File: src/rtl/bus_pkg.sv
`default_nettype none

package bus_pkg;

  // Data and byte address width
  localparam int XLEN = 32;

  // One select per byte lane
  localparam int SEL_W = XLEN / 8;

  // Word address carried on the bus, byte offset dropped
  localparam int ADR_W = XLEN - 2;

  // On-chip RAM depth in words and its word index width
  localparam int RAM_WORDS = 1024;
  localparam int RAM_AW = $clog2(RAM_WORDS);

  // RAM region, byte addresses, both ends inclusive
  localparam logic [XLEN-1:0] RAM_BASE = 32'h0000_0000;
  localparam logic [XLEN-1:0] RAM_LIMIT = 32'h0000_0FFF;

  // Arbiter owner codes
  localparam int OWN_W = 2;
  localparam logic [OWN_W-1:0] OWN_NONE = 2'd0;
  localparam logic [OWN_W-1:0] OWN_FETCH = 2'd1;
  localparam logic [OWN_W-1:0] OWN_LSU = 2'd2;

endpackage

`default_nettype wire

File: src/rtl/slave_decoder.sv
`timescale 1ns/1ps
`default_nettype none

module slave_decoder
  import bus_pkg::*;
(
  input  logic             clk_i,
  input  logic             rst_n_i,
  // Shared bus from the arbiter
  input  logic             s_cyc_i,
  input  logic             s_stb_i,
  input  logic [ADR_W-1:0] s_adr_i,
  output logic             s_ack_o,
  output logic             s_err_o,
  output logic [XLEN-1:0]  s_dat_o,
  // RAM slave
  input  logic             ram_ack_i,
  input  logic [XLEN-1:0]  ram_dat_i,
  output logic             ram_stb_o
);

  logic [XLEN-1:0] byte_adr;
  logic            ram_hit;
  logic            req;
  logic            err_q;

  // Back to a byte address for the region compare
  assign byte_adr = {s_adr_i, 2'b00};
  assign ram_hit = (byte_adr >= RAM_BASE) && (byte_adr <= RAM_LIMIT);
  assign req = s_cyc_i & s_stb_i;

  assign ram_stb_o = req & ram_hit;

  // Unmapped address answers with one err cycle
  always_ff @(posedge clk_i) begin
    if (!rst_n_i) begin
      err_q <= 1'b0;
    end else begin
      err_q <= req & ~ram_hit & ~err_q;
    end
  end

  // RAM is the only real slave
  assign s_ack_o = ram_ack_i;
  assign s_err_o = err_q;
  assign s_dat_o = ram_dat_i;

endmodule

`default_nettype wire

File: config.mk
export PLATFORM = sky130hd
export DESIGN_NAME = slave_decoder
export DESIGN_NICKNAME = d
export VERILOG_FILES = /design/src/rtl/bus_pkg.sv /design/src/rtl/slave_decoder.sv
export SDC_FILE = /design/constraint.sdc
export NUM_CORES = 1
export LEC_CHECK = 0
export BUFFER_PORTS_ARGS = -buffer_cell sky130_fd_sc_hd__buf_4
export CAP_MARGIN = 5
export CORE_AREA = 3 3 50 52
export DETAILED_ROUTE_END_ITERATION = 12
export DIE_AREA = 0 0 53 55
export PLACE_DENSITY = 0.72
export RECOVER_POWER = 50
export SKIP_LAST_GASP = 1
export SYNTH_ARGS = -nofsm -noshare
export SYNTH_HDL_FRONTEND = slang
export SYNTH_SLANG_ARGS = --single-unit
export TNS_END_PERCENT = 1
File: constraint.sdc
create_clock -name clk_i -period 0.8 [get_ports clk_i]
set_input_delay 0.08 -clock clk_i [delete_from_list [all_inputs] [get_ports clk_i]]
set_output_delay 0.08 -clock clk_i [all_outputs]
set_load 0.005 [all_outputs]
; Yosys cells after proc, flatten, opt, wreduce, memory -nomap -nowiden
; Index checks and enable logic that the tools add are counted.
[classes]
reduce_logical = 1
n_bitwise = 6
magnitude_cmp = 2
[op_table]
columns = op, n
row1 = $ge A32 B1 Y1 const B, 1
row2 = $le A32 B12 Y1 const B, 1
row3 = $and A1 B1 Y1, 4
row4 = $not A1 Y1, 2
row5 = $logic_and A1 B1 Y1, 1
[totals]
reg_bits = 1
wordCells = 10
inputBits = 67
output_inout_bits = 35

; Depth between registers and ports, before layout
[depth]
ltp_word = 5
mapped_depth = 3
depth_no_buf = 3

; Worst setup path before layout
; OpenSTA, ideal clock, no wires.
[synth_timing]
path_kind = input to register
startpoint = input port s_adr_i[27]
endpoint = register err_q, in the netlist s_err_o
arrival_time_ps = 631
setup_slack_ps = 54
path_stages = 3
n_path_buf = 0
path_cell_list = nor4_2 nand3_1 o21a_1
[synth_via]
elab_chain_cells = 5
[synth_rtl]
columns = item, line_no
row1 = "start, declared", slave_decoder.sv:12  ; input logic [ADR_W-1:0] s_adr_i,
row2 = $ge A32 B1 Y1 / $le A32 B12 Y1 (equally long branches), slave_decoder.sv:29  ; assign ram_hit = (byte_adr >= RAM_BASE) && (byte_adr <= RAM_LIMIT);
row3 = $logic_and A1 B1 Y1 (*), slave_decoder.sv:29
row4 = $not A1 Y1 (*), slave_decoder.sv:39  ; err_q <= req & ~ram_hit & ~err_q;
row5 = $and A1 B1 Y1 (*) (2 in series), slave_decoder.sv:39
row6 = "end signal, assigned", slave_decoder.sv:39
row7 = "end, declared", slave_decoder.sv:25  ; logic err_q;
; Mark *: on every way between the ends. The rest lies on a longest branch, timed or not.
; A chain may end at the register's enable or synchronous reset.

; Final worst setup path
[layout_timing]
startpoint = input port s_adr_i[11]
endpoint = register err_q, in the netlist s_err_o
; The elaborated chain is that of the path after synthesis.

==> out/results.ini <==
[run_status]
status = finished with violations
violations = negative setup slack

[floorplan]
core_mm2 = 0.002148
initial_core_util_pct = 16.54
die_height_um = 55
rows = 17
num_io_pins = 102
die-area_mm2 = 0.002915
die_w_um = 53

[critical_path]
cp_cell_sequence = buf_4 > nor4_2 > nand3_1 > o21a_1
reg2reg_slack_ns = 0.03
slowest_delay_ns = 0.25
required_ns = 0.68
cp_slowest_cell = nor4_2
start_kind = input port
cp-end-kind = flop
path_max_fanout = 2
reg2reg_depth = 2
r2r_start = s_err_o$_SDFF_PN0_
timing.rr.end = s_err_o$_SDFF_PN0_
critical_path_class = in2reg
arrival_ns = 0.78

[routing]
first_pass_iters = 4
vias = 247
first_iter_violations = 2
drtAntennaViolNets = 0
vias_per_cell = 3.800
routedWlPerCell_um = 12.69
drt_wl_total_um = 825
drc = 0

[sta]
setup_viol = 2
slew_headroom_pct = 82.88
post-route-period-util_pct = 113.1
skew_ns = 0
rsz0062_at_grt = yes
hold_viol = 0
fin_ws_ns = -0.1050
drv_slew = 0
tightest_slew_ns = 0.2562
period_minus_slack_ns = 0.9050
fmax_mhz = 1105
finalSetupTns_ns = -0.2084

[pwr]
p_leak_nw = 0.1507
power.share.switching_pct = 20.03
power_density_mw_per_mm2 = 488.2
seqPwrFrac_pct = 29.2
clockPowerShare_pct = 0
finalPower_mw = 0.1845
p_switching_mw = 0.03695
vdd_drop_max_mv = 0.2869
combPwrFrac_pct = 70.8
internal-power_mw = 0.1475

[clock_network]
clk-insertion-delay-late_ns = 0
cts_setup_buffers = 0
cts.clk_slew.worst_paths_ns = 0

[synth]
yosys-top-cells-area = buf_4, nor4_2, dfxtp_1, nor4_1, nor3_2
synth-seq-area-share_pct = 5.634
synth_warnings = 0
synth.cell_area_um2 = 355.3
synth_cell_types = 9
ys_ff_latch = 1
syn_inst = 45
synth_nets = 112
synth_top_area_cell = buf_4
yosysTopAreaCellShare_pct = 69.72
syn_area_per_cell_um2 = 7.896

[final_layout]
final_area_um2 = 377.9
multi_input_area_um2 = 108.9
area_growth_pct = 6.338
drive_gt1_share_pct = 83.78
antenna_cells = 0
largest_reg_flops = 1
final_nets = 106
register_area_um2 = 20.02
fillCellCount = 233

[placement]
placedInstanceArea_um2 = 330.3
routabilityCongestion = 0.6742
port_buffers = 25

[global_route]
antenna_found_initial = 0
grt_pass1_vias = 279
grt_max_degree = 3
grt.total_usage_pct = 5.600
overflow = 0
grt_pass1_wl_mm = 1.214

[hold_path]
hold_class = in2out
hold_path_end = s_dat_o[13]
hp-start = ram_dat_i[13]
whs_path_depth = 0

[job]
maxCapViolCount = 0

[power groups by stage]
stage / Combinational, mW / Clock (mW) / Sequential, mW
floorplan: 0.146 / 0 / 0.0542
global placement: 0.108 / 0 / 0.0541
detailed placement: 0.111 / 0 / 0.0539
CTS: 0.133 / 0 / 0.0539
global route: 0.141 / 0 / 0.0542
finish: 0.131 / 0 / 0.0539
[layer usage]
layer / vias up / GRT usage [%] / wire length (µm)
li1: 100 / - / -
met1: 108 / 4.618 / 184
met2: 35 / 10.54 / 424
met3: 4 / 4.021 / 194
met4: 0 / 1.702 / 21
met5: - / 0 / 0
[per-stage QoR]
stage          setup slack (ns)  utilization [%]  hold slack (ns)  cells
3_5_place_dp            -0.1901            15.38           0.1600     65
2_1_floorplan           0.05409                -           0.2408     45
5_1_grt                 -0.1892            17.59           0.1600     65
4_1_cts                 -0.1265            17.59           0.1600     65
3_3_place_gp            -0.1698            15.38           0.1600     65
6_report                -0.1050            17.59           0.1600     65
[cells in the mapped netlist]
master,n
buf_4,33
nor4_2,3
nor3_2,1
nand2_1,2
dfxtp_1,1
nor3b_1,1
o21a_1,1
nand3_1,1
nor4_1,2
[final cells by class]
cell class,instances,area share [%]
Multi-Input combinational cell,11,28.81
Sequential cell,1,5.298
Timing Repair Buffer,25,56.62
Tap cell,28,9.272
[worst max path at each step]
stage / from / to / slack, ns / cells past startpoint
global placement: s_adr_i[17] / ram_stb_o / -0.17 / 5
floorplan: s_adr_i[27] / s_err_o$_SDFF_PN0_ / 0.05 / 3
detailed placement: s_adr_i[17] / ram_stb_o / -0.19 / 5
CTS: s_adr_i[18] / ram_stb_o / -0.13 / 5
global route: s_adr_i[11] / ram_stb_o / -0.19 / 5
finish: s_adr_i[11] / s_err_o$_SDFF_PN0_ / -0.10 / 4
[critical path: cells and delay by family]
family,cells,cell delay [ns]
simple gates,2,0.38
compound gates,1,0.21
buf+inv,1,0.11
[placed cells by master, fill, tap and decap left out, drive strengths merged]
cell and instances:
buf 25, nor4 5, nand2 2, nand3 1
nor3 1, nor3b 1, o21a 1, dfxtp 1
[cells by family (layout without fill, tap and decap cells)]
group	Yosys count	in the layout	synth area share [%]
buf+inv	33	25	69.72
flops	1	1	5.634
compound gates	1	1	2.113
simple gates	10	10	22.54
[what timing repair did]
| action | CTS | global route |
|---|---|---|
| pin swaps | 8 | 1 |
| gates resized for setup | 10 | 0 |
| cloned | 0 | 0 |
| endpoints found under the setup margin | 2 | 2 |
| hold buffers | 0 | 0 |
Power figures use the tool's default switching activity.
