==> config.mk <==
export PLATFORM = sky130hd
export DESIGN_NAME = fetch_port
export DESIGN_NICKNAME = d
export VERILOG_FILES = /design/src/rtl/bus_pkg.sv /design/src/rtl/fetch_port.sv
export SDC_FILE = /design/constraint.sdc
export NUM_CORES = 1
export LEC_CHECK = 0
export BUFFER_PORTS_ARGS = -buffer_cell sky130_fd_sc_hd__buf_2
export CORE_MARGIN = 2
export CORE_UTILIZATION = 43
export CTS_CLUSTER_SIZE = 14
export DETAILED_ROUTE_END_ITERATION = 8
export GPL_TIMING_DRIVEN = 0
export PLACE_DENSITY = 0.9
export SLEW_MARGIN = 20
export SYNTH_ARGS = -nofsm -noshare
export SYNTH_HDL_FRONTEND = slang
export SYNTH_SLANG_ARGS = --single-unit
==> constraint.sdc <==
create_clock -name clk_i -period 3.9 [get_ports clk_i]
set_clock_uncertainty 0.1 [all_clocks]
set_input_delay 0.78 -clock clk_i [delete_from_list [all_inputs] [get_ports clk_i]]
set_output_delay 0.78 -clock clk_i [all_outputs]
set_load 0.02 [all_outputs]
==> src/rtl/bus_pkg.sv <==
`default_nettype none

package bus_pkg;

  // Data and byte address width
  localparam int XLEN = 32;

  // One select per byte lane
  localparam int SEL_W = XLEN / 8;

  // Word address carried on the bus, byte offset dropped
  localparam int ADR_W = XLEN - 2;

  // On-chip RAM depth in words and its word index width
  localparam int RAM_WORDS = 1024;
  localparam int RAM_AW = $clog2(RAM_WORDS);

  // RAM region, byte addresses, both ends inclusive
  localparam logic [XLEN-1:0] RAM_BASE = 32'h0000_0000;
  localparam logic [XLEN-1:0] RAM_LIMIT = 32'h0000_0FFF;

  // Arbiter owner codes
  localparam int OWN_W = 2;
  localparam logic [OWN_W-1:0] OWN_NONE = 2'd0;
  localparam logic [OWN_W-1:0] OWN_FETCH = 2'd1;
  localparam logic [OWN_W-1:0] OWN_LSU = 2'd2;

endpackage

`default_nettype wire

==> src/rtl/fetch_port.sv <==
`timescale 1ns/1ps
`default_nettype none

module fetch_port
  import bus_pkg::*;
(
  input  logic             clk_i,
  input  logic             rst_n_i,
  input  logic             fetch_req_i,
  input  logic [XLEN-1:0]  pc_i,
  output logic [XLEN-1:0]  instr_o,
  output logic             instr_valid_o,
  output logic             fetch_err_o,
  // Bus master side, read only
  input  logic [XLEN-1:0]  m_dat_i,
  input  logic             m_ack_i,
  input  logic             m_err_i,
  output logic [ADR_W-1:0] m_adr_o,
  output logic             m_cyc_o,
  output logic             m_stb_o
);

  assign m_cyc_o = m_stb_o;

  // Open a cycle on request, close it on ack or err
  // Requests during an open cycle are dropped
  always_ff @(posedge clk_i) begin
    if (!rst_n_i) begin
      m_stb_o <= 1'b0;
      instr_valid_o <= 1'b0;
      fetch_err_o <= 1'b0;
    end else begin
      // Completion flags are single-cycle pulses
      instr_valid_o <= 1'b0;
      fetch_err_o <= 1'b0;
      if (fetch_req_i && !m_stb_o) begin
        m_stb_o <= 1'b1;
      end else if (m_stb_o && m_ack_i) begin
        m_stb_o <= 1'b0;
        instr_valid_o <= 1'b1;
      end else if (m_stb_o && m_err_i) begin
        m_stb_o <= 1'b0;
        fetch_err_o <= 1'b1;
      end
    end
  end

  // Word address and fetched word
  always_ff @(posedge clk_i) begin
    if (fetch_req_i && !m_stb_o) begin
      m_adr_o <= pc_i[XLEN-1:2];
    end
    if (m_stb_o && m_ack_i) begin
      instr_o <= m_dat_i;
    end
  end

endmodule

`default_nettype wire

# ---- Word-level counts from Yosys, hierarchy flattened
# Cells that the tools add are included.
dict set report totals {
  reg_bits 65
  wordCells 18
  input_bits 69
}
dict set report op_classes {
  n_mux 5
  reduce_logical 7
  bitwise 1
}
# operator count
set ops {}
lappend ops {{1-bit 2-to-1 mux} 5}
lappend ops {{1-bit logical AND} 3}
lappend ops {{3-bit nonzero test} 1}
lappend ops {{3-bit OR reduction} 1}
lappend ops {{2-bit OR reduction} 1}
lappend ops {{1-bit logical NOT} 1}
lappend ops {{1-bit NOT} 1}

# ---- Logic depth before layout (Yosys ltp)
dict set report depth {
  depth_word 4
  depth_mapped 2
  mapped_depth_nobuf 2
}

# ---- Worst setup path before layout
# OpenSTA, ideal clock, no wires.
dict set report synth_path {
  kind {input-to-reg}
  start {input port fetch_req_i}
  end {register m_adr_o[0], enable pin}
  arrival_time_ns 2.173
  setup_time_ns 0.422
  path_stages 1
  path_slack_ns 1.205
  required_time_ns 3.378
  cell_sequence {nor2b_1}
}
dict set report synth_via {
  elab_chain_len 1
}
# element line_no
set synth_lines {}
lappend synth_lines {{start, declared} fetch_port.sv:9} ;# input logic fetch_req_i,
lappend synth_lines {{1-bit logical AND} fetch_port.sv:50} ;# if (fetch_req_i && !m_stb_o) begin
lappend synth_lines {{end signal, assigned} fetch_port.sv:51} ;# m_adr_o <= pc_i[XLEN-1:2];
lappend synth_lines {{end, declared} fetch_port.sv:18} ;# output logic [ADR_W-1:0] m_adr_o,
# Every way passes these cells.
# A chain may end at the register's enable or synchronous reset.

# ---- Worst setup path in the final report
dict set report layout_path {
  start {register m_stb_o (netlist: m_cyc_o)}
  end {output port m_stb_o}
}
# element line_no
set layout_lines {}
lappend layout_lines {{start, declared} fetch_port.sv:20} ;# output logic m_stb_o
lappend layout_lines {{start signal, assigned} fetch_port.sv:29} ;# m_stb_o <= 1'b0;
lappend layout_lines {{start signal, assigned} fetch_port.sv:37} ;# m_stb_o <= 1'b1;
lappend layout_lines {{start signal, assigned} fetch_port.sv:39} ;# m_stb_o <= 1'b0;
# No word-level cell between the ends.

==> impl_metrics.csv <==
group,metric,value,unit
clocking,cts_tree,"built",
global_routing,grt_use_total,0.170,
place,place_congestion,0.698,
global_routing,grtUsageMet3,0.101,
synthesis,syn_inst,72,
synthesis,synth.area.mux_share,0,
clocking,cts_resized,0,
job,drv_cap,0,
layout,nets,284,
routing,post_drt_wl_per_cell,15.3,um
synthesis,yosysSeqAreaShare,0.972,
synthesis,synth_top_family_by_area,"simple AND/OR/NAND/NOR gates",
layout,final_cell_mix,"buf_2, edfxtp_1, clkbuf_8",
clocking,cts_buffers,9,
timing,slew_viol_final,0,
global_routing,grt_pass1_vias,1327,
timing,tns,0,ns
clocking,cts-root-buf,"clkbuf_8",
clocking,htreeDepth,3,
synthesis,synth_seq_cells,65,
synthesis,synth-compound-area-share,0.00380,
critical_path,critical-path-top-delay-family,"flip-flops",
critical_path,cp.required,3.02,ns
worst_hold_path,holdCritPathClass,"reg -> reg",
critical_path,critPathSlowestCell,"dfxtp_1",
global_routing,met1_usage,0.155,
synthesis,yosys.area_share.simple,0.0209,
floorplan,initial_core_util,0.451,
clocking,clock-sinks,65,
routing,dr.pass1.iters,4,
layout,syn_to_final_growth,46.5,%
clocking,clock_latency,0.32,ns
critical_path,path_cells,"buf_4 > buf_2",
critical_path,worst-path-max-fanout,7,
synthesis,yosysTopAreaCellShare,0.941,
global_routing,grt_util_met2,0.285,
floorplan,die_width,71.8,um
synthesis,ys_warn_count,0,
synthesis,synthAdderAreaFrac,0,
critical_path,cp.arrival,1.06,ns
timing,hold_viol,0,
power,p_total,1.45,mW
synthesis,synth_xor_area_frac,0,
place,io_buffers,132,
floorplan,num_rows,24,
power,power_leakage,1.26,nW
power,irDropWorstVdd,0.287,mV
floorplan,core,4380,um^2
critical_path,cp_num_buf_inv,2,
floorplan,dieArea,5160,um^2
layout,stdcell_area,2900,um^2
synthesis,syn_avg_cell_area,27.5,um^2
routing,drc,0,
routing,drt_iter0_drc,39,
synthesis,syn_nets,141,
global_routing,grt_pass1_wl,6.15,mm
routing,drt_wl_total,4.15,mm
clocking,post_cts_buffers,0,
clocking,cts.clk_slew.worst_paths,0.06,ns
global_routing,grt_max_degree,33,
power,power-per-cell-area,500,nW/um^2
critical_path,end_kind,"primary output",
synthesis,ys_types,9,
synthesis,synth_area_leaders,"edfxtp_1, dfxtp_1, nor3b_2, and4b_1, buf_4",
routing,ant_nets,0,
routing,vias_per_cell,4.56,
global_routing,antenna_found_initial,0,
routing,vias,1240,
timing,fmax,0.516,GHz
timing,slew_headroom,0.473,
layout,drive_above_1_share,0.686,
timing,rsz0062_at_grt,"false",
synthesis,post-synth-top-area-cell,"edfxtp_1",
timing,final-setup-viol-count,0,
critical_path,cpPeakStageDelay,0.44,ns
timing,fin_crit,1.94,ns
layout,final_common_cell,"buf_2",
critical_path,path_class,"reg -> out",
timing,worst_pin_slew,0.789,ns
timing,period_share,0.497,
global_routing,grt-busiest-layer,"met2",
floorplan,pin_count,135,
critical_path,cp-start-kind,"register",
floorplan,dieHeight,71.8,um
outcome,outcome,"finished clean",
clocking,clockBufferDepth,2,
clocking,ctsHoldBuffers,0,
synthesis,syn_area,1980,um^2
global_routing,grt_overflow,0,
layout,num_antenna_cells,0,
place,dpl-instance-area,2710,um^2
[Yosys cell counts]
library cell and n:
and4b_1 1, nor3b_2 1, and3_1 1, nor2b_1 1
buf_4 1, edfxtp_1 62, and2_1 1, o21a_1 1
dfxtp_1 3
[path summary, 6_finish.rpt]
kind / startpoint / cells past startpoint / end / slack (ns)
hold / removal: m_cyc_o$_SDFFE_PN0P_ / 1 / instr_valid_o$_SDFF_PP0_ / 0.47
setup reg to reg: m_cyc_o$_SDFFE_PN0P_ / 1 / instr_o[14]$_DFFE_PP_ / 2.33
hold reg to reg: m_cyc_o$_SDFFE_PN0P_ / 1 / instr_valid_o$_SDFF_PP0_ / 0.47
setup / recovery: m_cyc_o$_SDFFE_PN0P_ / 2 / m_stb_o / 1.96
[where the power goes]
group / total [mW] / internal (mW) / leakage, nW / switching [mW]
Sequential: 0.809 / 0.801 / 0.606 / 0.00765
Combinational: 0.116 / 0.0449 / 0.558 / 0.0716
Clock: 0.524 / 0.288 / 0.0962 / 0.236
Total: 1.45 / 1.13 / 1.26 / 0.315
[state kept, by name, indices dropped and copies added (netlist names)]
signal / cells
m_cyc_o: 1
instr_valid_o: 1
instr_o: 32
fetch_err_o: 1
m_adr_o: 30
[through the flow]
stage / std cells / utilization / setup WS (ns) / hold WS (ns)
floorplan: 72 / - / 1.21 / 0.505
global placement: 256 / 0.617 / 0.758 / 0.428
detailed placement: 256 / 0.619 / 1.89 / 0.467
CTS: 272 / 0.661 / 1.94 / 0.476
global route: 272 / 0.661 / 1.90 / 0.501
finish: 272 / 0.661 / 1.96 / 0.473
[final cells by class]
class,count,area [um^2]
Buffer,1,7.51
Clock buffer,9,124
Clock inverter,7,61.3
Fill cell,314,1490
Multi-Input combinational cell,6,57.6
Sequential cell,65,1920
Tap cell,52,65.1
Timing Repair Buffer,132,661
[cell families (layout without fill, tap and decap cells)]
kind of cell | count (synthesis) | count (layout)
AOI/OAI and AO/OA | 1 | 1
and+or+nand+nor | 5 | 5
DFF | 65 | 65
buffers and inverters | 1 | 149
[routing by layer]
layer / up-vias / share of wire
met2: 102 / 0.51
met1: 557 / 0.31
met3: 10 / 0.16
met5: - / 0
met4: 0 / 0.019
li1: 571 / -
(Power assumes the default switching activity.)
