$ cat src/rtl/bus_pkg.sv
`default_nettype none

package bus_pkg;

  // Data and byte address width
  localparam int XLEN = 32;

  // One select per byte lane
  localparam int SEL_W = XLEN / 8;

  // Word address carried on the bus, byte offset dropped
  localparam int ADR_W = XLEN - 2;

  // On-chip RAM depth in words and its word index width
  localparam int RAM_WORDS = 1024;
  localparam int RAM_AW = $clog2(RAM_WORDS);

  // RAM region, byte addresses, both ends inclusive
  localparam logic [XLEN-1:0] RAM_BASE = 32'h0000_0000;
  localparam logic [XLEN-1:0] RAM_LIMIT = 32'h0000_0FFF;

  // Arbiter owner codes
  localparam int OWN_W = 2;
  localparam logic [OWN_W-1:0] OWN_NONE = 2'd0;
  localparam logic [OWN_W-1:0] OWN_FETCH = 2'd1;
  localparam logic [OWN_W-1:0] OWN_LSU = 2'd2;

endpackage

`default_nettype wire

$ cat src/rtl/bus_arbiter.sv
`timescale 1ns/1ps
`default_nettype none

module bus_arbiter
  import bus_pkg::*;
(
  input  logic             clk_i,
  input  logic             rst_n_i,
  // Fetch master
  input  logic             f_cyc_i,
  input  logic             f_stb_i,
  input  logic [ADR_W-1:0] f_adr_i,
  output logic             f_ack_o,
  output logic             f_err_o,
  // Load/store master
  input  logic             l_cyc_i,
  input  logic             l_stb_i,
  input  logic             l_we_i,
  input  logic [ADR_W-1:0] l_adr_i,
  input  logic [SEL_W-1:0] l_sel_i,
  input  logic [XLEN-1:0]  l_dat_i,
  output logic             l_ack_o,
  output logic             l_err_o,
  // Read data back to both masters
  output logic [XLEN-1:0]  m_dat_o,
  // Shared bus
  input  logic [XLEN-1:0]  s_dat_i,
  input  logic             s_ack_i,
  input  logic             s_err_i,
  output logic             s_cyc_o,
  output logic             s_stb_o,
  output logic             s_we_o,
  output logic [ADR_W-1:0] s_adr_o,
  output logic [SEL_W-1:0] s_sel_o,
  output logic [XLEN-1:0]  s_dat_o
);

  logic [OWN_W-1:0] owner_q;
  logic [OWN_W-1:0] owner_d;

  // Owner keeps the bus while its cyc is up
  // Once free, fetch wins over the load/store unit
  always_comb begin
    owner_d = owner_q;
    if (!(owner_q == OWN_FETCH && f_cyc_i) && !(owner_q == OWN_LSU && l_cyc_i)) begin
      if (f_cyc_i) begin
        owner_d = OWN_FETCH;
      end else if (l_cyc_i) begin
        owner_d = OWN_LSU;
      end else begin
        owner_d = OWN_NONE;
      end
    end
  end

  always_ff @(posedge clk_i) begin
    if (!rst_n_i) begin
      owner_q <= OWN_NONE;
    end else begin
      owner_q <= owner_d;
    end
  end

  // Steer the owner onto the bus
  always_comb begin
    case (owner_q)
      OWN_FETCH: begin
        // Fetch is always a full-word read
        s_cyc_o = f_cyc_i;
        s_stb_o = f_stb_i;
        s_we_o = 1'b0;
        s_adr_o = f_adr_i;
        s_sel_o = '1;
        s_dat_o = '0;
      end
      OWN_LSU: begin
        s_cyc_o = l_cyc_i;
        s_stb_o = l_stb_i;
        s_we_o = l_we_i;
        s_adr_o = l_adr_i;
        s_sel_o = l_sel_i;
        s_dat_o = l_dat_i;
      end
      default: begin
        s_cyc_o = 1'b0;
        s_stb_o = 1'b0;
        s_we_o = 1'b0;
        s_adr_o = '0;
        s_sel_o = '0;
        s_dat_o = '0;
      end
    endcase
  end

  // Responses go only to the owner
  assign f_ack_o = s_ack_i & (owner_q == OWN_FETCH);
  assign f_err_o = s_err_i & (owner_q == OWN_FETCH);
  assign l_ack_o = s_ack_i & (owner_q == OWN_LSU);
  assign l_err_o = s_err_i & (owner_q == OWN_LSU);
  assign m_dat_o = s_dat_i;

endmodule

`default_nettype wire

$ cat config.mk
export PLATFORM = sky130hd
export DESIGN_NAME = bus_arbiter
export DESIGN_NICKNAME = d
export VERILOG_FILES = /design/src/rtl/bus_pkg.sv /design/src/rtl/bus_arbiter.sv
export SDC_FILE = /design/constraint.sdc
export NUM_CORES = 1
export LEC_CHECK = 0
export BUFFER_PORTS_ARGS = -buffer_cell sky130_fd_sc_hd__buf_2
export CORE_AREA = 3 3 94 96
export CTS_CLUSTER_DIAMETER = 50
export DETAILED_ROUTE_END_ITERATION = 8
export DIE_AREA = 0 0 97 99
export PLACE_DENSITY_LB_ADDON = 0.3
export RECOVER_POWER = 50
export SLEW_MARGIN = 20
export SYNTH_ARGS = -nofsm -noshare
export SYNTH_HDL_FRONTEND = slang
export SYNTH_SLANG_ARGS = --single-unit
$ cat constraint.sdc
create_clock -name clk_i -period 1.05 [get_ports clk_i]
set_input_delay 0.0525 -clock clk_i [delete_from_list [all_inputs] [get_ports clk_i]]
set_output_delay 0.0525 -clock clk_i [all_outputs]
set_load 0.005 [all_outputs]
Word level (Yosys, flattened, before mapping)
Index checks and enable logic that the tools add are counted.
{ "totals": {"output_inout_bits": 105, "input_bits": 137, "word_cells": 20, "reg_bits": 2} }
{ "op_classes": {"mux": 8, "n_eq_ne": 2, "bitwise_logic": 4, "n_reduce_logical": 5} }
{ "op_table": {"columns": ["cell", "n"], "rows": [
  ["case mux 30 bit (2 select lines)", 1],
  ["two-way mux 32 bit", 1],
  ["case mux 4 bit (2 select lines)", 1],
  ["bitwise AND 1 bit", 4],
  ["two-way mux 2 bit", 2],
  ["case mux 1 bit (2 select lines)", 2],
  ["logical AND 1 bit", 3],
  ["equality test 2 x 1 -> 1 bit, second input constant", 1],
  ["equality test 2 bit, second input constant", 1],
  ["logical NOT 1 bit", 2],
  ["two-way mux 1 bit", 1]
]} }

Longest topological paths before layout
{ "logic_depth": {"word_depth": 4, "depth_mapped": 6, "ltp_nobuf": 4} }

Least setup slack after synthesis
No wires, ideal clock.
{ "synth_path": {"kind": "flip-flop to output port", "startpoint": "register owner_q[0]", "endpoint": "output s_adr_o[0]", "required_ps": 998, "t_arrival_ps": 1079, "path_slack_ps": -81, "n_path_buf": 2, "path_stages_with_launch": 6, "path_cell_list": "dfxtp_1 inv_1 ha_1 buf_2 buf_2 nor2_1"} }
{ "synth_between": {"elab_chain_len": 2, "elab_cells_between_ends": 3, "cone_classes": "2 x eq/ne; 1 x mux"} }
{ "synth_lines": {"columns": ["element", "line_no", "text"], "rows": [
  ["start, declared", "bus_arbiter.sv:38", "logic [OWN_W-1:0] owner_q;"],
  ["start signal, assigned", "bus_arbiter.sv:60", "owner_q <= owner_d;"],
  ["equality test 2 bit / equality test 2 x 1 -> 1 bit (equally long branches)", "bus_arbiter.sv:66", "case (owner_q)"],
  ["case mux 30 bit (2 select lines) *", "bus_arbiter.sv:66", null],
  ["end, declared", "bus_arbiter.sv:33", "output logic [ADR_W-1:0] s_adr_o,"]
]} }
Every way passes the cells marked *; elsewhere a longest branch is shown, timed or not.

Worst setup path after layout
{ "layout_path": {"startpoint": "register owner_q[0]", "endpoint": "output s_adr_o[6]"} }
The elaborated chain is that of the path after synthesis.

==> metrics.csv <==
stage,metric,value,unit
logic_synthesis,Ys Warns,0,
logic_synthesis,synthesized area per cell,6.83,um^2
logic_synthesis,Synth Area in Simple Gates,0.324,
sta,post-route clock skew,0.000108,ns
sta,Max-Slew Margin vs Limit,0.869,
clock_tree,clk_lat worst skew,0.21,ns
critical_path,crit path from,owner_q[0],
critical_path,CP Data Required Time,1.00,ns
floorplanning,Placeable Area,8130,um^2
critical_path,Worst R2R Path Depth,6,
critical_path,kind of start point of the critical path,register,
placed_design,setup slack after placement,-0.175,ns
drt,via count,1687,
layout,synth-to-layout area growth,124,%
power_and_ir_drop,Switch Pwr,0.000466,W
floorplanning,starting density of the core,0.142,
sta,final setup fails,75,
drt,post-route ant nets,0,
power_and_ir_drop,switching portion of total power,0.357,
logic_synthesis,mux contribution to synthesized area,0,
placed_design,# port buffers,177,
global_route,global-route wire length before repair,7.75,mm
power_and_ir_drop,maximum VDD drop,544,uV
layout,Biggest register,owner_q,
floorplanning,row cnt,33,
floorplanning,die width,97,um
clock_tree,CTS tree,built,
floorplanning,die height,99,um
power_and_ir_drop,Power Total,0.00131,W
clock_tree,CTS root buf,clkbuf_8,
placed_design,Final Wtd Congestion,0.782,
power_and_ir_drop,Int Pwr,0.000839,W
logic_synthesis,Syn Std Cell Area,1150,um^2
clock_tree,Clock Sinks,2,
sta,Sum Neg Setup Slack,-21.14,ns
logic_synthesis,post-synthesis xor/xnor area fraction,0,
layout,n_diodes,0,
critical_path,"Max FO, Critical Path",21,
power_and_ir_drop,share of total power in the clock network,0.226,
critical_path,nature of the critical path endpoint,output pin,
clock_tree,CTS clock-pin slew for the worst setup and hold paths,0.03,ns
layout,"most common cell after layout, fill and taps aside",buf_2,
sta,Max Transition Viols Final,0,
min_path,worst hold path depth,2,
drt,final WL,5.69,mm
drt,drt pass-1 iters,3,
logic_synthesis,Synth Area in Compound Gates,0.300,
sta,worst-margin pin slew,0.196,ns
drt,post-DR wirelength/cell,13.5,um
placed_design,HPWL after DPL,4.32,mm
min_path,Hold Path End,owner_q[1],
critical_path,Worst Setup Path Type,reg2out,
logic_synthesis,post-synthesis cell count,169,
placed_design,placed instance area,2120,um^2
logic_synthesis,sequential area share after synthesis,0.0347,
power_and_ir_drop,Reg power frac,0.066,
power_and_ir_drop,Cell Pwr Density,504,nW/um^2
global_route,largest net degree at the start of global routing,24,
clock_tree,H-Tree Depth,1,
floorplanning,die area,9600,um^2
global_route,vias in the first global route,1538,
global_route,overflow left after global routing,0,
flow_run,Max Cap Viol,0,
logic_synthesis,main combinational cell family by area after synthesis,simple AND/OR/NAND/NOR gates,
logic_synthesis,syn nets,308,
logic_synthesis,Adder-Cell Fraction of Synth Area,0.0217,
clock_tree,Longest Clk Path Bufs,2,
critical_path,reg-to-reg endpoint,owner_q[1],
drt,DRC errors left,0,
logic_synthesis,synth unique cells,17,
floorplanning,boundary pin count,242,
layout,layout cells sized above 1,0.915,
power_and_ir_drop,Logic pwr share,0.708,
min_path,hold path start,f_cyc_i,
sta,RSZ-0062 raised after global routing,true,
drt,DRT iter0 DRCs,38,
critical_path,WP data arrival,1.33,ns
clock_tree,TritonCTS Buffers,3,
run_status,failing checks,negative setup slack,
critical_path,worst reg2reg setup slack,-0.20,ns
sta,Tcrit/Tclk final,1.32,
sta,setup slack after layout,-0.331,ns
global_route,initial antenna violation count,0,
sta,FMAX,724,MHz
sta,fin crit period,1.38,ns
sta,Final Hold Viols,0,
drt,Vias/cell,4.00,
logic_synthesis,Synth Register Bits,2,
global_route,global-route usage over all layers,0.0953,
layout,biggest regs,owner_q (2),
layout,nets@finish,458,
critical_path,reg2reg start,owner_q[0],
layout,final instance area,2590,um^2
layout,max reg flops,2,
power_and_ir_drop,LEAKAGE,1.29,nW
layout,most frequent cells in the layout,"buf_2 (155), a22oi_2 (32), nor2_2 (30)",
min_path,Min-Delay Path Class,in2reg,
run_status,status,"complete, but fails checks",
sta,worst hold slack,0.0829,ns
Yosys cell counts:
cell      instances  area (um^2)
and2_1           37          231
nor2_1           36          135
buf_4            32          240
a22oi_1          21          158
a22oi_2          11          138
buf_2             7         35.0
a21oi_1           5         25.0
buf_6             5         56.3
clkbuf_2          3         15.0
dfxtp_1           2         40.0
ha_1              2         25.0
inv_1             2         7.51
nand2_1           2         7.51
a21o_1            1         7.51
buf_8             1         15.0
o211a_1           1         10.0
o32ai_1           1         8.76
metal layers:
layer / part of all wire / global-route usage
met1: 0.36 / 0.113
met5: 0 / 0
met3: 0.078 / 0.0156
met2: 0.55 / 0.179
met4: 0.011 / 0.0216
worst max path at each step:
stage | cells after the start | to | slack, ns
2_1_floorplan | 5 | owner_q[1] | -0.02
3_3_place_gp | 6 | s_adr_o[16] | -0.18
3_5_place_dp | 5 | owner_q[0] | -0.18
4_1_cts | 6 | s_adr_o[6] | -0.34
5_1_grt | 6 | s_adr_o[6] | -0.38
6_report | 6 | s_adr_o[6] | -0.33
logic make-up (layout without fill, tap and decap cells):
group / Yosys count / after routing
compound gates: 40 / 40
fa+ha+maj: 2 / 2
simple gates: 75 / 75
flops: 2 / 2
buf+inv: 50 / 198
through the flow:
| stage | utilization | std cells |
|---|---|---|
| global route | 0.318 | 422 |
| floorplan | - | 169 |
| global placement | 0.261 | 410 |
| CTS | 0.280 | 416 |
| detailed placement | 0.261 | 410 |
| finish | 0.318 | 422 |
worst max-delay path, stage by stage, from the launching register on:
cell	delay, ns
dfxtp_4	0.35
inv_2	0.04
ha_4	0.18
buf_12	0.16
a22oi_2	0.19
nor2_2	0.05
buf_2	0.12
repair_timing:
action                                  in CTS  in global routing
hold buffers                                 0                  0
gates resized for setup                     13                 47
endpoints found under the setup margin      75                 75
hold endpoints to repair                     0                  0
pin swaps                                    0                  2
setup buffers                                2                  2
gates cloned                                 1                  4
cell type report:
type / instances / area (um^2)
well taps: 105 / 131
inverters: 2 / 7.51
multi-input cells: 117 / 1050
fillers: 878 / 5540
flip-flops and latches: 2 / 47.5
clock buffers: 3 / 41.3
repair buffers: 193 / 1310
power groups by stage:
stage / Sequential [W] / Clock (W) / Combinational (W)
floorplan: 0.0000866 / 0 / 0.000513
global route: 0.0000872 / 0.000308 / 0.00100
CTS: 0.0000867 / 0.000304 / 0.000818
global placement: 0.0000871 / 0 / 0.000755
detailed placement: 0.0000875 / 0 / 0.000761
finish: 0.0000866 / 0.000295 / 0.000924
(Power assumes the default switching activity.)
