## config.mk

```make
export PLATFORM = sky130hd
export DESIGN_NAME = rv32i_memory_pipe
export DESIGN_NICKNAME = d
export VERILOG_FILES = /design/src/rtl/bus_pkg.sv /design/src/rtl/lsu_pkg.sv /design/src/rtl/rv32i_memory_pipe.sv
export SDC_FILE = /design/constraint.sdc
export NUM_CORES = 1
export LEC_CHECK = 0
export CAP_MARGIN = 20
export CORE_MARGIN = 3
export CORE_UTILIZATION = 53
export CTS_CLUSTER_SIZE = 8
export DETAILED_ROUTE_END_ITERATION = 7
export DONT_BUFFER_PORTS = 1
export PLACE_DENSITY = 0.79
export SLEW_MARGIN = 20
export SYNTH_ARGS = -nofsm -noshare
export SYNTH_HDL_FRONTEND = slang
export SYNTH_SLANG_ARGS = --single-unit
```

## constraint.sdc

```tcl
create_clock -name clk_i -period 8.13 [get_ports clk_i]
set_clock_uncertainty 0.05 [all_clocks]
set_input_delay 0.813 -clock clk_i [delete_from_list [all_inputs] [get_ports clk_i]]
set_output_delay 0.813 -clock clk_i [all_outputs]
set_load 0.01 [all_outputs]
```

## src/rtl/bus_pkg.sv

```systemverilog
`default_nettype none

package bus_pkg;

  // Data and byte address width
  localparam int XLEN = 32;

  // One select per byte lane
  localparam int SEL_W = XLEN / 8;

  // Word address carried on the bus, byte offset dropped
  localparam int ADR_W = XLEN - 2;

  // On-chip RAM depth in words and its word index width
  localparam int RAM_WORDS = 1024;
  localparam int RAM_AW = $clog2(RAM_WORDS);

  // RAM region, byte addresses, both ends inclusive
  localparam logic [XLEN-1:0] RAM_BASE = 32'h0000_0000;
  localparam logic [XLEN-1:0] RAM_LIMIT = 32'h0000_0FFF;

  // Arbiter owner codes
  localparam int OWN_W = 2;
  localparam logic [OWN_W-1:0] OWN_NONE = 2'd0;
  localparam logic [OWN_W-1:0] OWN_FETCH = 2'd1;
  localparam logic [OWN_W-1:0] OWN_LSU = 2'd2;

endpackage

`default_nettype wire

```

## src/rtl/lsu_pkg.sv

```systemverilog
`default_nettype none

package lsu_pkg;

  // Width of the access size code
  localparam int SIZE_W = 2;

  // Access size codes on word_size_i
  // Code 3 is not listed and behaves as a byte access
  localparam logic [SIZE_W-1:0] SIZE_BYTE = 2'd0;
  localparam logic [SIZE_W-1:0] SIZE_HALF = 2'd1;
  localparam logic [SIZE_W-1:0] SIZE_WORD = 2'd2;

  // Byte offset inside a word, picks the starting lane
  localparam int LANE_W = 2;

  // Bits per lane, used to turn a lane index into a shift
  localparam int LANE_BITS = 8;

endpackage

`default_nettype wire

```

## src/rtl/rv32i_memory_pipe.sv

```systemverilog
`timescale 1ns/1ps
`default_nettype none

module rv32i_memory_pipe
  import bus_pkg::*;
  import lsu_pkg::*;
(
  input  logic              clk_i,
  input  logic              rst_n_i,
  input  logic              clear_i,
  input  logic              data_ready_i,
  input  logic [XLEN-1:0]   data_i,
  output logic [XLEN-1:0]   data_o,
  input  logic [XLEN-1:0]   addr_i,
  input  logic [SIZE_W-1:0] word_size_i,
  input  logic              write_i,
  output logic              busy_o,
  output logic              err_o,
  // Bus master side
  input  logic [XLEN-1:0]   m_dat_i,
  input  logic              m_ack_i,
  input  logic              m_err_i,
  output logic [XLEN-1:0]   m_dat_o,
  output logic [ADR_W-1:0]  m_adr_o,
  output logic              m_cyc_o,
  output logic [SEL_W-1:0]  m_sel_o,
  output logic              m_stb_o,
  output logic              m_we_o
);

  logic [SEL_W-1:0]  sel;
  logic [LANE_W-1:0] lane;
  logic [LANE_W-1:0] lane_q;
  logic [SIZE_W-1:0] size_q;
  logic [XLEN-1:0]   rd_shift;
  logic [XLEN-1:0]   rd_data;
  logic              start;
  logic              done_ack;
  logic              done_err;

  // Only one master per cycle on our side, so cyc follows stb
  assign m_cyc_o = m_stb_o;

  // New access only while no cycle is open
  assign start = data_ready_i & ~m_stb_o;
  assign done_ack = m_stb_o & m_ack_i;
  assign done_err = m_stb_o & m_err_i;

  // Byte selects and first lane from size and low address bits
  // Misaligned offsets are not trapped
  always_comb begin
    case (word_size_i)
      SIZE_HALF: begin
        sel = addr_i[1] ? 4'b1100 : 4'b0011;
        lane = {addr_i[1], 1'b0};
      end
      SIZE_WORD: begin
        sel = '1;
        lane = '0;
      end
      default: begin
        // Byte, also code 3
        sel = 4'b0001 << addr_i[1:0];
        lane = addr_i[1:0];
      end
    endcase
  end

  // Move the addressed lanes of the read word down to bit 0
  assign rd_shift = m_dat_i >> (lane_q * LANE_BITS);

  // Zero extension by the latched size
  always_comb begin
    case (size_q)
      SIZE_HALF: rd_data = XLEN'(rd_shift[15:0]);
      SIZE_WORD: rd_data = rd_shift;
      default:   rd_data = XLEN'(rd_shift[7:0]);
    endcase
  end

  // Cycle control and sticky error
  always_ff @(posedge clk_i) begin
    if (!rst_n_i || clear_i) begin
      m_stb_o <= 1'b0;
      m_we_o <= 1'b0;
      busy_o <= 1'b0;
      err_o <= 1'b0;
    end else if (start) begin
      m_stb_o <= 1'b1;
      m_we_o <= write_i;
      busy_o <= 1'b1;
    end else if (done_ack) begin
      m_stb_o <= 1'b0;
      m_we_o <= 1'b0;
      busy_o <= 1'b0;
    end else if (done_err) begin
      m_stb_o <= 1'b0;
      m_we_o <= 1'b0;
      busy_o <= 1'b0;
      // Stays up until clear_i
      err_o <= 1'b1;
    end
  end

  // Request payload, held steady for the whole cycle
  always_ff @(posedge clk_i) begin
    if (start) begin
      m_adr_o <= addr_i[XLEN-1:2];
      m_sel_o <= sel;
      // Store data steered onto its lanes
      m_dat_o <= data_i << (lane * LANE_BITS);
      lane_q <= lane;
      size_q <= word_size_i;
    end
    // Loads only, stores and errors keep the last value
    if (done_ack && !m_we_o) begin
      data_o <= rd_data;
    end
  end

endmodule

`default_nettype wire

```

# Word level (Yosys, flattened, before mapping)
# Cells that the tools add are included.
dict set report word_totals {
  regBits 105
  input_bits 105
  output_inout_bits 103
}
dict set report classes {
  n_eq_ne 4
  n_shift 3
  mux 8
  bitwise_logic 6
  n_reduce_logical 6
}
# operator n
set ops {}
lappend ops {{$pmux 32 s2} 1}
lappend ops {{$shl 32x5->32} 1}
lappend ops {{$shr 32x5->32} 1}
lappend ops {{$pmux 4 s2} 1}
lappend ops {{$eq 2x1->1 const B} 2}
lappend ops {{$eq 2x2->1 const B} 2}
lappend ops {{$mux 1} 4}
lappend ops {{$mux 4} 1}
lappend ops {{$pmux 2 s2} 1}
lappend ops {{$shl 1x2->4 const A} 1}
lappend ops {{$and 1x1->1} 3}
lappend ops {{$not 1->1} 3}
lappend ops {{$reduce_and 3->1} 1}
lappend ops {{$reduce_bool 3->1} 1}
lappend ops {{$logic_not 1->1} 2}
lappend ops {{$logic_and 1x1->1} 1}
lappend ops {{$logic_or 1x1->1} 1}

# Longest topological paths before layout
# Gate-level depths: netlist (run 1).
dict set report depth {
  depth_word 4
  mapped_depth 7
}

# Worst setup path before layout (run 1)
# No wires, ideal clock.
dict set report synth_timing {
  path_kind {input to register}
  startpoint {input data_ready_i}
  endpoint {register lane_q[0] (enable)}
  setup_time_ns 0.509
  arrival_time_ns 3.945
  required_ns 7.571
  setup_slack_ns 3.626
  stages 1
  n_path_buf 0
  path_cell_list {nor2b_1}
}
dict set report synth_via {
  elab_chain_len 1
}
# item line_no
set synth_rtl {}
lappend synth_rtl {{start: declaration} rv32i_memory_pipe.sv:11} ;# input logic data_ready_i,
lappend synth_rtl {{$and 1x1->1} rv32i_memory_pipe.sv:45} ;# assign start = data_ready_i & ~m_stb_o;
lappend synth_rtl {{end signal: assignment} rv32i_memory_pipe.sv:112} ;# lane_q <= lane;
lappend synth_rtl {{end: declaration} rv32i_memory_pipe.sv:33} ;# logic [LANE_W-1:0] lane_q;
# No other way between the ends.
# A chain may end at the register's enable or synchronous reset.

# Final worst setup path (run 1)
dict set report layout_timing {
  startpoint {input word_size_i[0]}
  endpoint {register m_dat_o[24] (data pin)}
}
dict set report layout_via {
  elab_chain_len 3
  elab_cells_between_ends 4
  cone_classes {eq/ne: 2; shift: 1; mux: 1}
}
# item line_no
set layout_rtl {}
lappend layout_rtl {{start: declaration} rv32i_memory_pipe.sv:15} ;# input logic [SIZE_W-1:0] word_size_i,
lappend layout_rtl {{$eq 2x2->1 or $eq 2x1->1 (tied branches)} rv32i_memory_pipe.sv:52} ;# case (word_size_i)
lappend layout_rtl {{$pmux 2 s2 *} rv32i_memory_pipe.sv:52}
lappend layout_rtl {{$shl 32x5->32 *} rv32i_memory_pipe.sv:111} ;# m_dat_o <= data_i << (lane * LANE_BITS);
lappend layout_rtl {{end signal: assignment} rv32i_memory_pipe.sv:111}
lappend layout_rtl {{end: declaration} rv32i_memory_pipe.sv:23} ;# output logic [XLEN-1:0] m_dat_o,
# Mark *: on every way between the ends. The rest lies on a longest branch, timed or not.

==> flow_summary.toml, run 1 <==
[status]
status = "complete, no violations"

[critical_path]
r2r_cells = 3
worstPathRequired_ps = 8170
end_kind = "register"
r2r-end = "data_o[29]"
cpMaxStageDelayCell = "clkinv_1"
worstPathMaxFanout = 29
arrival_ps = 3130
worst-setup-path-type = "in -> reg"
path_buf_inv = 2
startpoint_type = "input port"
cpLargestDelayFamily = "buffers and inverters"
path_depth = 6
r2r-start = "lane_q[1]"
slowest_delay_ps = 840
cp_cell_sequence = "inv_1 -> ha_1 -> nand2_1 -> clkinv_1 -> a21oi_1 -> a22oi_1"
r2r_setup_slack_ps = 5970

[synth]
syn-cell-area_sq_mm = 0.00449
synthAdderAreaFrac = 0.0111
synth-simple-area-share = 0.113
synth_compound_area_frac = 0.100
synth_top_family_by_area = "simple AND/OR/NAND/NOR gates"
synth-xor-area-share = 0
synth_mux_area_frac = 0.0468
synth-main-ff-cell = "edfxtp_1"
syn_nets = 443
synth_area_leaders = "edfxtp_1 68%, a21oi_1 5.0%, mux2i_1 4.7%"
ys_ff_latch = 105
yosysTopAreaCell = "edfxtp_1"
yosys.cell_types.count = 31
syn_area_per_cell_sq_um = 13.4
yosys-top-cells-count = "102 x edfxtp_1, 45 x a21oi_1, 38 x nand2_1"
netlist_instances = 334
synth-seq-area-share = 0.696
async_flop_share = 0
synth_warnings = 0
synth_top_cell_area_share = 0.682
synth_most_common_cell = "edfxtp_1"
synth-edff-count = 102

[hold_path]
hp-class = "in -> reg"
hold_start = "addr_i[16]"
min_to = "m_adr_o[14]"
hold_depth = 0

[sta]
whs_ps = 488
fmax_ghz = 0.323
drv_slew = 0
slew_headroom = 0.335
rsz0062_at_grt = "no"
tightest_slew_ps = 997
setup-tns-final_ps = 0
period_share = 0.381
hold_viol_final = 0
setup_viol = 0
period_needed_ps = 3100

[cts]
cts_root_buffer = "clkbuf_8"
hold_buffers = 0
cts_resized = 0
cts.path.max_buffers = 2
cts_buffers = 9
cts_tree = "done"
cts_setup_buffers = 0
clk_latency_ps = 350
clk_pin_slew_ps = 110
clock-sinks = 105
htreeDepth = 3

[route]
drtAntennaViolNets = 0
drc_errors = 0
vias = 2658
drt-pass1-iter-count = 4
routed_wl_um = 10100
wl_per_cell_um = 23.2
routed_via_density = 6.12
drt_iter0_drc = 190

[floorplanning]
die_area_sq_mm = 0.00961
die_h_um = 98.0
io-pin-count = 208
die_w_um = 98.0
rows = 32
start_util = 0.563
core_sq_mm = 0.00797

[final_layout]
nets = 436
diodes = 0
synthToLayoutAreaGrowth_pct = 5.46
drive_gt1_frac = 0.0964
fin_area_sq_mm = 0.00473

[pwr]
peakVddDrop_v = 0.0000904
power_density_mw_per_mm2 = 226
p_leak_nw = 1.73

[place]
placed_area_sq_mm = 0.00453
hpwl_um = 7280
io_buffer_count = 0
gp_congestion = 0.894

[global_route]
grt_pass1_vias = 2488
track_usage = 0.203
grt_pass1_wl_um = 15000
antenna_found_initial = 0
grt_start_max_net_pins = 72
grt_overflow = 0

[run]
max-cap-violations = 0
-- how the worst max path moves through the flow --
| stage | to | slack (ps) | startpoint |
|---|---|---|---|
| 6_report | m_dat_o[24] | 5030 | word_size_i[0] |
| 5_1_grt | m_dat_o[31] | 4820 | word_size_i[0] |
| 4_1_cts | m_dat_o[24] | 5070 | word_size_i[0] |
| 3_5_place_dp | m_dat_o[27] | 4660 | word_size_i[0] |
| 3_3_place_gp | m_dat_o[27] | 4730 | word_size_i[0] |
| 2_1_floorplan | lane_q[0] | 3630 | data_ready_i |
-- layout make-up --
cell class | count | area [sq um]
well taps | 102 | 128
multi-input cells | 200 | 1230
clock buffers | 9 | 124
flip-flops and latches | 105 | 3120
repair buffers | 3 | 22.5
inverters | 8 | 30.0
clock inverters | 7 | 78.8
fillers | 593 | 3230
-- placed cells by master, fill, tap and decap left out --
master,count
o21ai_0,5
nor2b_1,11
o21bai_1,1
inv_8,1
ha_1,4
nand2b_1,2
nand2_1,38
inv_2,1
or2_2,8
clkinv_8,2
inv_6,3
dfxtp_1,3
inv_1,6
and3_1,13
clkinv_4,1
a221o_1,5
and2_1,8
nor2_2,1
or3b_1,1
buf_4,3
o21ai_2,1
o21a_1,1
nor2b_4,1
a211oi_1,8
edfxtp_1,102
nor3b_1,1
mux2i_1,21
clkbuf_8,9
a22oi_1,8
a31oi_1,1
nor2_8,1
nor2_1,15
clkinv_1,1
a21oi_1,45
-- power breakdown --
part	internal [W]	switching, W
Sequential	0.000634	0.0000324
Combinational	0.0000339	0.0000538
Clock	0.000123	0.000194
-- cells by family (layout without fill, tap and decap cells) --
| logic type | Yosys count | in the layout |
|---|---|---|
| adder cells (fa/ha/maj) | 4 | 4 |
| AND/OR/NAND/NOR | 100 | 100 |
| buffers and inverters | 29 | 27 |
| AO/OA/AOI/OAI | 75 | 75 |
| multiplexers | 21 | 21 |
| flip-flops | 105 | 105 |
-- sequential cells by signal (all words and copies together), names as in the netlist --
signal   cells
m_dat_o     32
m_we_o       1
m_adr_o     30
m_sel_o      4
lane_q       2
m_cyc_o      1
err_o        1
size_q       2
data_o      32
-- per-layer routing --
| layer | share of wire | track usage | up-vias | routed length (um) |
|---|---|---|---|---|
| met5 | 0 | 0 | - | 0 |
| met4 | 0.018 | 0.0756 | 0 | 184 |
| met3 | 0.10 | 0.0807 | 14 | 1050 |
| met2 | 0.50 | 0.328 | 152 | 5080 |
| met1 | 0.37 | 0.248 | 1274 | 3780 |
| li1 | - | - | 1218 | - |
-- metrics by stage --
| step | utilization | power, W | setup slack (ps) | std cells |
|---|---|---|---|---|
| final | 0.594 | 0.00107 | 5030 | 434 |
| after global routing | 0.594 | 0.00112 | 4820 | 434 |
| after CTS | 0.594 | 0.00108 | 5070 | 434 |
| after detailed placement | 0.569 | 0.000768 | 4660 | 418 |
| after global placement | 0.569 | 0.000763 | 4730 | 418 |
| after floorplan | - | 0.000748 | 3630 | 334 |
Power figures use the tool's default switching activity.
==> run 2, diff against run 1 <==
- PLACE_DENSITY: 0.79 -> 0.82
- clock period: 8.13 -> 2.55 ns (I/O delays scaled with it)
==> flow_summary.toml, run 2 (same netlist as run 1, synthesis figures left out) <==
[run]
max-cap-violations = 0

[global_route]
grt_start_max_net_pins = 73
grt_pass1_wl_um = 15800
grt_pass1_vias = 2772
antenna_found_initial = 0
track_usage = 0.211
grt_overflow = 0

[floorplanning]
rows = 32
die_h_um = 98.0
die_w_um = 98.0
io-pin-count = 208
die_area_sq_mm = 0.00961
core_sq_mm = 0.00797
start_util = 0.563

[cts]
cts_resized = 0
clk_pin_slew_ps = 110
cts_tree = "done"
clock-sinks = 105
cts_setup_buffers = 0
cts_root_buffer = "clkbuf_8"
clk_latency_ps = 360
cts_buffers = 9
cts.path.max_buffers = 2
hold_buffers = 33
htreeDepth = 3

[sta]
period_share = 0.746
fmax_ghz = 0.526
setup-tns-final_ps = 0
tightest_slew_ps = 770
slew_headroom = 0.486
setup_ws_ps = 649
rsz0062_at_grt = "no"
drv_slew = 0
period_needed_ps = 1900
hold_viol_final = 0
setup_viol = 0

[final_layout]
fillers = 581
finalNonFillerCells = 472
mostFrequentLayoutCell = "edfxtp_1"
register_area_sq_mm = 0.00312
synthToLayoutAreaGrowth_pct = 14.1
mostFrequentLayoutCells = "102 x edfxtp_1, 45 x a21oi_1, 38 x nand2_1, 33 x dlygate4sd3_1, 21 x mux2i_1"
nets = 474
diodes = 0
drive_gt1_frac = 0.100
multi_input_area_sq_mm = 0.00123
reg_top3 = "data_o (32), m_dat_o (32), m_adr_o (30)"

[route]
routed_wl_um = 10300
drt_iter0_drc = 128
routed_via_density = 5.99
drt-pass1-iter-count = 4
vias = 2827
drtAntennaViolNets = 0
drc_errors = 0
wl_per_cell_um = 21.9

[pwr]
peakVddDrop_v = 0.000395
power_density_mw_per_mm2 = 682
p_leak_nw = 1.89

[critical_path]
end_kind = "register"
worst-setup-path-type = "reg -> reg"
startpoint = "size_q[1]"
r2r_setup_slack_ps = 650
worstPathRequired_ps = 2730
startpoint_type = "register"
worstPathMaxFanout = 9
arrival_ps = 2080
r2r-start = "size_q[1]"

[place]
gp_congestion = 0.870
dp.cells = 423
post-place-ws_ps = 614
io_buffer_count = 0
hpwl_um = 7010

[hold_path]
hold_start = "m_err_i"
hp-class = "in -> reg"

[status]
status = "complete, no violations"
[run 2: changes by cell type in the layout (fill, tap and decap cells not counted)]
cell	delta
buf_12	+1
buf_4	+4
clkinv_8	+1
clkinvlp_4	+1
dlygate4sd3_1	+33
inv_6	-2
[run 2: area by class of cell]
cell class                 instances  area share
sequential                       105       0.610
timing repair buffer              41      0.0787
multi-input combinational        200       0.240
clock buffer                       9      0.0242
inverter                           8     0.00586
clock inverter                     7      0.0166
tap                              102      0.0249
[run 2: worst max-delay path: stages (launching register included)]
cell,delay [ps]
edfxtp_1,420
ha_1,300
or3b_1,600
nor2_8,240
and2_1,160
[run 2: final timing paths]
path | endpoint | cells past startpoint
worst min register to register | err_o | 2
worst max register to register | data_o[27] | 4
worst min-delay path | err_o | 2
worst max-delay path | data_o[27] | 4
[run 2: per-stage QoR]
step                      hold slack (ps)  cell area, sq um   util  power (W)
after floorplan                       304              4500      -    0.00238
after CTS                            5.01              5120  0.643    0.00349
final                                10.9              5120  0.643    0.00349
after global placement                304              4580  0.575    0.00244
after global routing                 7.21              5120  0.643    0.00363
after detailed placement              304              4580  0.575    0.00245
[run 2: power by group]
part / switching [W] / internal (W)
combinational: 0.000192 / 0.000152
sequential: 0.0000937 / 0.00202
clock: 0.000645 / 0.000392
total: 0.000930 / 0.00256
[run 2: metal layers]
metal	GRT usage	vias up	wire length [um]
li1	-	1287	-
met1	0.257	1375	3870
met2	0.349	149	5320
met3	0.0786	16	939
met4	0.0692	0	191
met5	0	-	0
==> run 3, diff against run 2 <==
- clock period: 2.55 -> 1.7 ns (I/O delays scaled with it)
==> flow_summary.toml, run 3 (same netlist as run 1, synthesis figures left out) <==
[status]
status = "complete, no violations"

[floorplanning]
die_area_sq_mm = 0.00961
die_h_um = 98.0
die_w_um = 98.0
core_sq_mm = 0.00797
start_util = 0.563
rows = 32
io-pin-count = 208

[hold_path]
hp-class = "in -> reg"
hold_depth = 2

[pwr]
p_leak_nw = 2.09
power_density_mw_per_mm2 = 932
power_w = 0.00520
peakVddDrop_v = 0.000572

[route]
drt-pass1-iter-count = 5
routed_via_density = 5.78
met2WireLength_um = 5800
wl_met1_um = 3800
drtAntennaViolNets = 0
met3_length_um = 1120
wl_per_cell_um = 21.2
routed_wl_um = 11000
drc_errors = 0
vias = 2993
routed.top_layer = "met4"
drt_iter0_drc = 144

[critical_path]
worstPathMaxFanout = 14
path_buf_inv = 4
cp_cell_sequence = "inv_1 -> ha_1 -> nand2_1 -> clkinv_1 -> buf_4 -> nand2_1 -> a21oi_1 -> dlygate4sd3_1"
end_kind = "register"
worst-setup-path-type = "in -> reg"
crit_path_frequent_cell = "nand2_1"
startpoint_type = "input port"
arrival_ps = 1700
path_depth = 8
r2r_cells = 4
worstPathRequired_ps = 1770
cpLargestDelayFamily = "buffers and inverters"
cpMaxStageDelayCell = "dlygate4sd3_1"
slowest_delay_ps = 570

[global_route]
antenna_found_initial = 0
grt_pass1_wl_um = 16800
grt_start_max_net_pins = 63
grt_overflow = 0
grt_pass1_vias = 3009
track_usage = 0.226

[final_layout]
diodes = 0
mostFrequentLayoutCells = "102 x edfxtp_1, 71 x dlygate4sd3_1, 45 x a21oi_1, 38 x nand2_1, 21 x mux2i_1"
reg_top3 = "data_o (32), m_dat_o (32), m_adr_o (30)"
mostFrequentLayoutCell = "edfxtp_1"
drive_gt1_frac = 0.115
finalNonFillerCells = 518
synthToLayoutAreaGrowth_pct = 24.2
fin_area_sq_mm = 0.00558
nets = 521

[sta]
drv_slew = 0
hold_viol_final = 0
period_needed_ps = 1630
slew_headroom = 0.734
period_share = 0.958
fmax_ghz = 0.614
setup-tns-final_ps = 0
setup_viol = 0
tightest_slew_ps = 398
rsz0062_at_grt = "no"

[cts]
cts_root_buffer = "clkbuf_8"
clk_latency_ps = 350
cts.path.max_buffers = 2
cts_tree = "done"
htreeDepth = 3
cts_buffers = 9
clk_pin_slew_ps = 110
clock-sinks = 105
cts_setup_buffers = 0

[place]
io_buffer_count = 0
placed_area_sq_mm = 0.00468
dp.cells = 432
gp_congestion = 0.860
hpwl_um = 7210

[run]
max-cap-violations = 0
[run 3: changes by cell type in the layout (fill, tap and decap cells not counted), moves of 2 or more]
cell / change
buf_12: +2
dlygate4sd3_1: +38
buf_4: +7
clkinv_8: -3
[run 3: worst paths after layout]
kind	startpoint	end	slack (ps)
worst max register to register	m_cyc_o	m_we_o	90
worst max-delay path	word_size_i[0]	m_dat_o[10]	70
worst min-delay path	m_dat_i[18]	data_o[10]	10
worst min register to register	m_cyc_o	m_cyc_o	650
[run 3: report_power, final]
part,switching (W),internal [W]
Combinational,0.000318,0.000311
Sequential,0.000141,0.00303
Clock,0.000851,0.000548
[run 3: final cells by class]
class                   count  area, sq um
fillers                   507         2390
multi-input cells         200         1240
inverters                   8         30.0
well taps                 102          128
clock inverters             6         51.3
repair buffers             88          876
flip-flops and latches    105         3130
clock buffers               9          124
[run 3: timing repair]
action	CTS	global route
hold buffers	66	5
hold endpoints to repair	64	4
resized for setup	1	1
cloned	0	0
setup endpoints to repair	1	1
pin swaps	0	0
[run 3: worst reg2reg max path, delay by kind of cell (launching register included)]
family | cells | cell delay (ps)
compound gates | 2 | 260
buf+inv | 1 | 560
flops | 1 | 450
simple gates | 1 | 230
[run 3: metal layers]
layer,vias up,global-route usage
li1,1383,-
met1,1401,0.260
met2,187,0.387
met3,22,0.0729
met4,0,0.0969
met5,-,0
[run 3: through the flow]
step	utilization	hold slack [ps]	setup WS (ps)
floorplan	-	219	-205
CTS	0.693	0.365	73.9
global route	0.700	1.34	4.64
global placement	0.588	219	72.8
detailed placement	0.588	219	23.0
finish	0.700	14.2	71.5
